--- config.mk ---
export PLATFORM = sky130hd
export DESIGN_NAME = cb_quant_top
export DESIGN_NICKNAME = d
export VERILOG_FILES = /design/src/hw/cb_quant_flow_pkg.sv /design/src/hw/cb_quant_data_pkg.sv /design/src/hw/cb_quant_top.sv /design/src/hw/cb_row_drain.sv /design/src/hw/cb_quant_lane.sv /design/src/hw/cb_row_feeder.sv
export VERILOG_INCLUDE_DIRS = /design/src /design/src/hw
export SDC_FILE = /design/constraint.sdc
export NUM_CORES = 2
export LEC_CHECK = 0
export ABC_AREA = 1
export ABC_CLOCK_PERIOD_IN_PS = 6100
export BUFFER_PORTS_ARGS = -buffer_cell sky130_fd_sc_hd__buf_4
export CAP_MARGIN = 20
export CORE_MARGIN = 8
export CORE_UTILIZATION = 33
export CTS_BUF_LIST = sky130_fd_sc_hd__clkbuf_4
export DETAILED_ROUTE_END_ITERATION = 8
export PLACE_DENSITY = 0.47
export SLEW_MARGIN = 40
export SYNTH_ARGS = -nofsm -noshare
export SYNTH_HDL_FRONTEND = slang
export SYNTH_SLANG_ARGS = --single-unit
export TNS_END_PERCENT = 5
--- constraint.sdc ---
create_clock -name clk -period 6.1 [get_ports clk]
set_input_delay 1.22 -clock clk [delete_from_list [all_inputs] [get_ports clk]]
set_output_delay 1.22 -clock clk [all_outputs]
set_load 0.05 [all_outputs]
--- src/hw/cb_quant_defines.svh ---
// Cb quantizer parameters
// Data-path widths, block geometry, lane pipeline depth and the row buffer
// depth shared by the quantizer packages and modules

`ifndef CB_QUANT_DEFINES_SVH
`define CB_QUANT_DEFINES_SVH

// Two's complement DCT coefficient and quantized result
`define CB_COEF_W 11

// Reciprocal of a table entry, scaled by 4096
`define CB_RECIP_W 13

// Product kept for rounding
`define CB_PROD_W 23

// Scaling shift; the rounding bit sits just below it
`define CB_FRAC_BITS 12

// Coefficients per row, one lane each
`define CB_LANES 8

// Rows per 8x8 block
`define CB_ROWS 8

// Register stages inside one lane
`define CB_LANE_STAGES 3

// Rows held by the drain buffer, also the upstream credit at reset
`define CB_ROW_FIFO_DEPTH 4

`endif
--- src/hw/cb_quant_flow_pkg.sv ---
// Cb quantizer flow-control types
// Credit counters and row buffer pointers

`include "cb_quant_defines.svh"

package cb_quant_flow_pkg;

    // Downstream credits currently held
    typedef logic [$clog2(`CB_ROW_FIFO_DEPTH):0] credit_cnt_t;

    // Read or write slot in the row buffer
    typedef logic [$clog2(`CB_ROW_FIFO_DEPTH)-1:0] fifo_ptr_t;

    // Rows held in the buffer, empty through full
    typedef logic [$clog2(`CB_ROW_FIFO_DEPTH):0] fifo_cnt_t;

endpackage

--- src/hw/cb_quant_data_pkg.sv ---
// Cb quantizer data-path types
// Coefficients, reciprocals, products and the packed rows that carry them

`include "cb_quant_defines.svh"

package cb_quant_data_pkg;

    // One signed coefficient or quantized result
    typedef logic signed [`CB_COEF_W-1:0] coef_t;

    // One scaled reciprocal, always positive
    typedef logic [`CB_RECIP_W-1:0] recip_t;

    // Signed product truncated to the bits that matter for rounding
    typedef logic signed [`CB_PROD_W-1:0] product_t;

    // A row of coefficients, lane 0 in the low bits
    typedef logic [`CB_LANES*`CB_COEF_W-1:0] coef_row_t;

    // A row of reciprocals, lane 0 in the low bits
    typedef logic [`CB_LANES*`CB_RECIP_W-1:0] recip_row_t;

    // Row position inside a block
    typedef logic [$clog2(`CB_ROWS)-1:0] row_idx_t;

endpackage

--- src/hw/cb_quant_top.sv ---
// Cb quantizer top level
// Row feeder, one arithmetic lane per column and the credit-managed drain

`timescale 1ns/100ps
`include "cb_quant_defines.svh"

module cb_quant_top (
    input  logic                         clk,
    input  logic                         rst,
    input  logic                         in_valid,
    input  cb_quant_data_pkg::coef_row_t in_coefs,
    input  logic                         out_credit,
    output logic                         in_credit,
    output logic                         out_valid,
    output cb_quant_data_pkg::row_idx_t  out_row,
    output cb_quant_data_pkg::coef_row_t out_coefs
);

    cb_quant_data_pkg::coef_row_t  lane_coefs;
    cb_quant_data_pkg::recip_row_t lane_recips;
    cb_quant_data_pkg::coef_row_t  lane_results;
    logic                          feed_valid;
    cb_quant_data_pkg::row_idx_t   feed_row;

    cb_row_feeder i_feeder (
        .clk         (clk),
        .rst         (rst),
        .in_valid    (in_valid),
        .in_coefs    (in_coefs),
        .lane_coefs  (lane_coefs),
        .lane_recips (lane_recips),
        .feed_valid  (feed_valid),
        .feed_row    (feed_row)
    );

    // Lane n handles column n of every row
    for (genvar lane = 0; lane < `CB_LANES; lane++) begin : g_lane
        cb_quant_lane i_lane (
            .clk    (clk),
            .rst    (rst),
            .coef   (lane_coefs[lane*`CB_COEF_W +: `CB_COEF_W]),
            .recip  (lane_recips[lane*`CB_RECIP_W +: `CB_RECIP_W]),
            .result (lane_results[lane*`CB_COEF_W +: `CB_COEF_W])
        );
    end

    cb_row_drain i_drain (
        .clk          (clk),
        .rst          (rst),
        .lane_results (lane_results),
        .feed_valid   (feed_valid),
        .feed_row     (feed_row),
        .out_credit   (out_credit),
        .out_valid    (out_valid),
        .out_row      (out_row),
        .out_coefs    (out_coefs),
        .in_credit    (in_credit)
    );

endmodule

--- src/hw/cb_row_drain.sv ---
// Cb quantizer row drain
// Lines up lane results with their row index, buffers finished rows and
// sends them downstream against credits; each freed slot is returned upstream

`timescale 1ns/100ps
`include "cb_quant_defines.svh"

module cb_row_drain (
    input  logic                         clk,
    input  logic                         rst,
    input  cb_quant_data_pkg::coef_row_t lane_results,
    input  logic                         feed_valid,
    input  cb_quant_data_pkg::row_idx_t  feed_row,
    input  logic                         out_credit,
    output logic                         out_valid,
    output cb_quant_data_pkg::row_idx_t  out_row,
    output cb_quant_data_pkg::coef_row_t out_coefs,
    output logic                         in_credit
);

    logic [`CB_LANE_STAGES-1:0]  valid_pipe;
    cb_quant_data_pkg::row_idx_t row_pipe [`CB_LANE_STAGES];

    cb_quant_data_pkg::coef_row_t row_mem [`CB_ROW_FIFO_DEPTH];
    cb_quant_data_pkg::row_idx_t  idx_mem [`CB_ROW_FIFO_DEPTH];

    cb_quant_flow_pkg::fifo_ptr_t   wr_ptr;
    cb_quant_flow_pkg::fifo_ptr_t   rd_ptr;
    cb_quant_flow_pkg::fifo_cnt_t   fill;
    cb_quant_flow_pkg::credit_cnt_t credits;

    logic push;
    logic pop;

    // Follow the row through the lane pipeline
    always_ff @(posedge clk) begin
        if (rst) begin
            valid_pipe <= '0;
        end else begin
            valid_pipe <= {valid_pipe[`CB_LANE_STAGES-2:0], feed_valid};
        end
    end

    always_ff @(posedge clk) begin
        row_pipe[0] <= feed_row;
        for (int i = 1; i < `CB_LANE_STAGES; i++) begin
            row_pipe[i] <= row_pipe[i-1];
        end
    end

    assign push = valid_pipe[`CB_LANE_STAGES-1];
    assign pop  = (fill != '0) && (credits != '0);

    // Upstream credits guarantee a free slot for every row in flight
    always_ff @(posedge clk) begin
        if (push) begin
            row_mem[wr_ptr] <= lane_results;
            idx_mem[wr_ptr] <= row_pipe[`CB_LANE_STAGES-1];
        end
    end

    always_ff @(posedge clk) begin
        if (rst) begin
            wr_ptr <= '0;
            rd_ptr <= '0;
        end else begin
            if (push) begin
                wr_ptr <= wr_ptr + 1'b1;
            end
            if (pop) begin
                rd_ptr <= rd_ptr + 1'b1;
            end
        end
    end

    always_ff @(posedge clk) begin
        if (rst) begin
            fill <= '0;
        end else begin
            case ({push, pop})
                2'b10:   fill <= fill + 1'b1;
                2'b01:   fill <= fill - 1'b1;
                default: fill <= fill;
            endcase
        end
    end

    // A credit is spent when the row is popped, one cycle before out_valid
    always_ff @(posedge clk) begin
        if (rst) begin
            credits <= '0;
        end else begin
            case ({out_credit, pop})
                2'b10:   credits <= credits + 1'b1;
                2'b01:   credits <= credits - 1'b1;
                default: credits <= credits;
            endcase
        end
    end

    always_ff @(posedge clk) begin
        if (rst) begin
            out_valid <= 1'b0;
        end else begin
            out_valid <= pop;
        end
    end

    always_ff @(posedge clk) begin
        if (pop) begin
            out_coefs <= row_mem[rd_ptr];
            out_row   <= idx_mem[rd_ptr];
        end
    end

    // The slot of every row sent is free again
    assign in_credit = out_valid;

endmodule

--- src/hw/cb_quant_lane.sv ---
// Cb quantizer lane
// Divides one coefficient by its table entry through a scaled reciprocal:
// sign-extend, multiply, then round and drop the fraction bits

`timescale 1ns/100ps
`include "cb_quant_defines.svh"

module cb_quant_lane (
    input  logic                     clk,
    input  logic                     rst,
    input  cb_quant_data_pkg::coef_t  coef,
    input  cb_quant_data_pkg::recip_t recip,
    output cb_quant_data_pkg::coef_t  result
);

    logic signed [`CB_PROD_W-1:0] coef_ext;
    logic signed [`CB_PROD_W-1:0] recip_ext;
    cb_quant_data_pkg::product_t  prod_q;

    // Stage 1: coefficient is two's complement, reciprocal is unsigned
    always_ff @(posedge clk) begin
        if (rst) begin
            coef_ext  <= '0;
            recip_ext <= '0;
        end else begin
            coef_ext  <= {{(`CB_PROD_W-`CB_COEF_W){coef[`CB_COEF_W-1]}}, coef};
            recip_ext <= {{(`CB_PROD_W-`CB_RECIP_W){1'b0}}, recip};
        end
    end

    // Stage 2: only the low CB_PROD_W bits of the product are kept
    always_ff @(posedge clk) begin
        if (rst) begin
            prod_q <= '0;
        end else begin
            prod_q <= coef_ext * recip_ext;
        end
    end

    // Stage 3: round half up on the bit below the shift, wrapping in 11 bits
    always_ff @(posedge clk) begin
        if (rst) begin
            result <= '0;
        end else begin
            result <= prod_q[`CB_PROD_W-1:`CB_FRAC_BITS]
                    + {{(`CB_COEF_W-1){1'b0}}, prod_q[`CB_FRAC_BITS-1]};
        end
    end

endmodule

--- src/hw/cb_row_feeder.sv ---
// Cb quantizer row feeder
// Registers each accepted row, tracks its position in the 8x8 block and
// presents the matching row of Cb reciprocals to the lanes

`timescale 1ns/100ps
`include "cb_quant_defines.svh"

module cb_row_feeder (
    input  logic                          clk,
    input  logic                          rst,
    input  logic                          in_valid,
    input  cb_quant_data_pkg::coef_row_t  in_coefs,
    output cb_quant_data_pkg::coef_row_t  lane_coefs,
    output cb_quant_data_pkg::recip_row_t lane_recips,
    output logic                          feed_valid,
    output cb_quant_data_pkg::row_idx_t   feed_row
);

    // round(4096 / q) over the standard JPEG chrominance table, row major
    localparam cb_quant_data_pkg::recip_t RECIP_TABLE [`CB_ROWS*`CB_LANES] = '{
        241, 228, 171,  87,  41,  41,  41,  41,
        228, 195, 158,  62,  41,  41,  41,  41,
        171, 158,  73,  41,  41,  41,  41,  41,
         87,  62,  41,  41,  41,  41,  41,  41,
         41,  41,  41,  41,  41,  41,  41,  41,
         41,  41,  41,  41,  41,  41,  41,  41,
         41,  41,  41,  41,  41,  41,  41,  41,
         41,  41,  41,  41,  41,  41,  41,  41
    };

    cb_quant_data_pkg::row_idx_t row_cnt;

    // Position of the next row to arrive
    always_ff @(posedge clk) begin
        if (rst) begin
            row_cnt <= '0;
        end else if (in_valid) begin
            if (row_cnt == cb_quant_data_pkg::row_idx_t'(`CB_ROWS - 1)) begin
                row_cnt <= '0;
            end else begin
                row_cnt <= row_cnt + 1'b1;
            end
        end
    end

    always_ff @(posedge clk) begin
        if (rst) begin
            feed_valid <= 1'b0;
            feed_row   <= '0;
        end else begin
            feed_valid <= in_valid;
            if (in_valid) begin
                feed_row <= row_cnt;
            end
        end
    end

    always_ff @(posedge clk) begin
        if (in_valid) begin
            lane_coefs <= in_coefs;
        end
    end

    // Reciprocal row follows the registered row index, so it lines up with lane_coefs
    always_comb begin
        for (int lane = 0; lane < `CB_LANES; lane++) begin
            lane_recips[lane*`CB_RECIP_W +: `CB_RECIP_W] =
                RECIP_TABLE[feed_row*`CB_LANES + lane];
        end
    end

endmodule

==> flow_metrics.py <==
metrics = {
    "synthesis": {
        "post_synth.cell_area_avg_um2": 9.64,
        "synth_top_area_share": 0.335,
        "synth_flop_cell": "edfxtp_1",
        "yosysUniqueCellTypes": 44,
        "synth_commonest_cells": "889 x inv_1, 758 x nand2_1, 602 x nor2_1",
        "synth.area.top_cells": "edfxtp_1 33%, ha_1 15%, dfxtp_1 13%",
        "synthCells": 5054,
        "syn_nets": 5935,
        "synth-edff-count": 543,
        "ys_seq_area_frac": 0.466,
        "synth_area_mm2": 0.0487,
        "yosysWarnings": 0,
        "synth_seq_cells": 864,
        "async_reset_ff_frac": 0,
        "yosysMostFrequentCell": "inv_1",
        "yosys.area.top_type": "edfxtp_1",
    },
    "final_layout": {
        "drive_gt1_frac": 0.117,
        "nets": 6272,
        "area_growth_syn_to_layout_pct": 14.5,
        "fin_util": 0.379,
    },
    "power_and_ir_drop": {
        "finalPower_mw": 13.9,
        "p_int_mw": 10.0,
        "vdd_ir_drop_max_mv": 0.140,
        "p_sw_frac": 0.280,
        "seqPwrFrac": 0.480,
        "pwr-share-comb": 0.138,
        "p_sw_mw": 3.90,
        "power_density_mw_per_mm2": 249,
        "clockPowerShare": 0.382,
        "leakage_nw": 27.4,
    },
    "setup_path": {
        "slowest_delay_ns": 0.87,
        "cp_num_buf_inv": 5,
        "cp.arrival_ns": 6.24,
        "cp.required_ns": 7.15,
        "crit_family": "adder cells",
        "cp_common_cell": "nand2_1",
        "reg2reg_depth": 21,
        "cp_num_cells": 21,
        "crit_slowest_cell": "dfxtp_1",
        "regToRegEndpoint": "g_lane[2].i_lane.prod_q[22]$_SDFF_PP0_",
        "cp-end-kind": "flip-flop",
        "critPathLaunchType": "flip-flop",
        "crit_fanout": 17,
        "worstSetupPathType": "flip-flop to flip-flop",
        "crit_chain": "nand2_1 > fa_1 > inv_1 > fa_1 > inv_1 > fa_1 > inv_1 > fa_1 > inv_1 > fa_1 > inv_1 > ha_1 > nand2_1 > o21ai_0 > nand2_1 > nand2_1 > nand2_1 > nand3_1 > nand2_1 > nand2_1 > nor2_1",
        "rr_startpoint": "g_lane[1].i_lane.recip_ext[6]$_SDFF_PP0_",
        "reg2reg_slack_ns": 0.92,
    },
    "clocking": {
        "cts_tree": "done",
        "clock-sinks": 864,
        "cts_resized": 0,
        "cts_max_level": 4,
        "cts_buffers": 234,
        "clk_latency_ns": 1.21,
        "path_clk_slew_ns": 0.07,
        "cts_root_buffer": "clkbuf_4",
        "clockBufferDepth": 3,
    },
    "global_routing": {
        "grt_pass1_vias": 34391,
        "grtUsageMet3": 0.0295,
        "grt_usage": 0.142,
        "grt_overflow": 0,
        "antenna_found_initial": 13,
        "grt_use_met2": 0.212,
        "busiest_layer": "met2",
        "use_met1": 0.205,
        "grt_pass1_wl_mm": 185,
        "grt_max_degree": 153,
    },
    "drt": {
        "wl_per_cell_um": 15.3,
        "via_per_inst": 4.50,
        "drc": 0,
        "drtPass1Iterations": 5,
        "drtIter0Drc": 1776,
        "ant_nets": 0,
        "postRouteWirelength_mm": 115,
        "via_count": 33873,
    },
    "timing": {
        "maxSlewHeadroom": 0.436,
        "setup-violations-final": 0,
        "finClkSkew_ns": 0.0976,
        "setup_ws_ns": 0.916,
        "period_share": 0.850,
        "grt_setup_unrepaired": "no",
        "finalSetupTns_ns": 0,
        "worst_slew_pin_slew_ns": 0.844,
        "finalHoldViolations": 0,
        "fin_crit_ns": 5.18,
        "fmaxAchievable_mhz": 193,
        "drv_slew": 0,
    },
    "place": {
        "portBuffers": 184,
        "hpwl_mm": 82.5,
        "gp_congestion": 0.856,
        "dp_worst_setup_slack_ns": 0.911,
    },
    "run": {
        "cap_violations": 0,
    },
    "die": {
        "coreArea_mm2": 0.147,
        "start_util": 0.331,
        "die_h_um": 400,
        "ios": 185,
        "die_area_mm2": 0.160,
        "fp-row-count": 141,
        "die_x_um": 400,
    },
    "worst_hold_path": {
        "hold_path_class": "primary input to flip-flop",
        "min_from": "in_coefs[79]",
        "hold_end": "i_feeder.lane_coefs[79]$_DFFE_PP_",
        "hold_depth": 1,
    },
    "outcome": {
        "status": "complete, no violations",
    },
}
-- worst reg2reg max path, cell delays in order (launching register included) --
cell	delay, ns
dfxtp_1	0.87
nand2_1	0.24
fa_1	0.58
inv_1	0.05
fa_1	0.50
inv_1	0.05
fa_1	0.52
inv_1	0.05
fa_1	0.47
inv_1	0.05
fa_1	0.47
inv_1	0.04
ha_1	0.34
nand2_1	0.09
o21ai_0	0.26
nand2_1	0.12
nand2_1	0.08
nand2_1	0.05
nand3_1	0.09
nand2_1	0.05
nand2_1	0.07
nor2_1	0.05
-- power groups by stage --
stage	clock (mW)	combinational (mW)	sequential (mW)
after floorplan	0	1.36	6.72
after CTS	5.60	1.96	6.68
final	5.32	1.92	6.68
after global routing	5.88	2.25	6.71
after global placement	0	1.92	6.81
after detailed placement	0	1.92	6.81
-- layer usage --
layer  up-vias  part of all wire  wire [µm]
met5         -                 0          0
met4         0             0.022       2580
met3       166             0.045       5140
met2       622              0.42      47700
met1     15707              0.52      59500
li1      17378                 -          -
-- state kept, by name (all words and copies together), names as in the netlist, 9 cells and up --
signal / count
g_lane.i_lane.recip_ext: 19
i_drain.out_coefs: 88
i_drain.row_pipe: 9
g_lane.i_lane.coef_ext: 88
g_lane.i_lane.prod_q: 96
i_drain.row_mem: 352
g_lane.i_lane.result: 88
i_feeder.lane_coefs: 88
i_drain.idx_mem: 12
-- worst max-delay path by stage --
stage	start	end	slack, ns
finish	g_lane[1].i_lane.recip_ext[6]$_SDFF_PP0_	g_lane[2].i_lane.prod_q[22]$_SDFF_PP0_	0.92
global route	g_lane[1].i_lane.recip_ext[6]$_SDFF_PP0_	g_lane[2].i_lane.prod_q[22]$_SDFF_PP0_	0.53
detailed placement	g_lane[1].i_lane.recip_ext[6]$_SDFF_PP0_	g_lane[2].i_lane.prod_q[22]$_SDFF_PP0_	0.91
global placement	g_lane[1].i_lane.recip_ext[6]$_SDFF_PP0_	g_lane[2].i_lane.prod_q[22]$_SDFF_PP0_	0.98
floorplan	g_lane[1].i_lane.recip_ext[6]$_SDFF_PP0_	g_lane[1].i_lane.prod_q[18]$_SDFF_PP0_	1.13
CTS	g_lane[1].i_lane.recip_ext[6]$_SDFF_PP0_	g_lane[2].i_lane.prod_q[22]$_SDFF_PP0_	0.90
-- repair_timing --
action | CTS | global route
hold endpoints to repair | 36 | 0
hold buffers | 36 | 0
setup buffers | 0 | 0
-- cell families (layout without fill, tap and decap cells) --
logic type               after synthesis  after routing  synth area share
flip-flops                           864            864             0.466
AO/OA/AOI/OAI                        724            724            0.0806
XOR/XNOR                              17             17           0.00305
buffers and inverters               1037           1577            0.0806
adder cells (fa/ha/maj)              789            789             0.235
AND/OR/NAND/NOR                     1622           1622             0.134
other                                  1             12         0.0000769
-- layout by cell type, fill, tap and decap left out, types with 5 or more instances in the layout --
cell	Yosys	routed
diode_2	0	11
a21boi_0	9	9
inv_2	4	6
nor3b_1	5	5
nor4_1	8	8
fa_1	213	213
or2_2	12	12
clkinv_1	1	32
xor2_1	13	13
o21ai_0	310	310
nand2_2	5	5
o22ai_1	91	91
nand4_1	23	23
nor2_1	602	602
a21o_1	17	17
nand3_1	128	128
clkbuf_4	0	382
nand2_1	758	758
buf_6	1	5
dfxtp_1	321	317
buf_4	1	201
nand3b_1	5	5
clkinv_2	0	11
dlygate4sd3_1	0	36
a31oi_1	22	22
a21oi_1	235	235
ha_1	576	576
o21a_1	12	12
nor3_1	61	60
inv_6	0	6
o21bai_1	15	15
edfxtp_1	543	543
inv_1	889	882
and3_1	9	9
-- area by class of cell --
cell class	instances	area, µm²
diodes	11	27.5
clock buffers	382	2870
clock inverters	57	313
fillers	14991	91300
inverters	894	3390
multi-input cells	3153	22100
flip-flops and latches	864	22700
well taps	1930	2410
repair buffers	244	1970
-- per-stage QoR --
step                      instance area (µm²)  std cells  hold slack [ns]
after floorplan                         48700       5054            0.310
after global placement                  52200       7048            0.319
after detailed placement                52200       7049            0.319
after CTS                               55800       7524          0.00726
after global routing                    55800       7528           0.0648
final                                   55800       7535            0.224
Power figures use the tool's default switching activity.
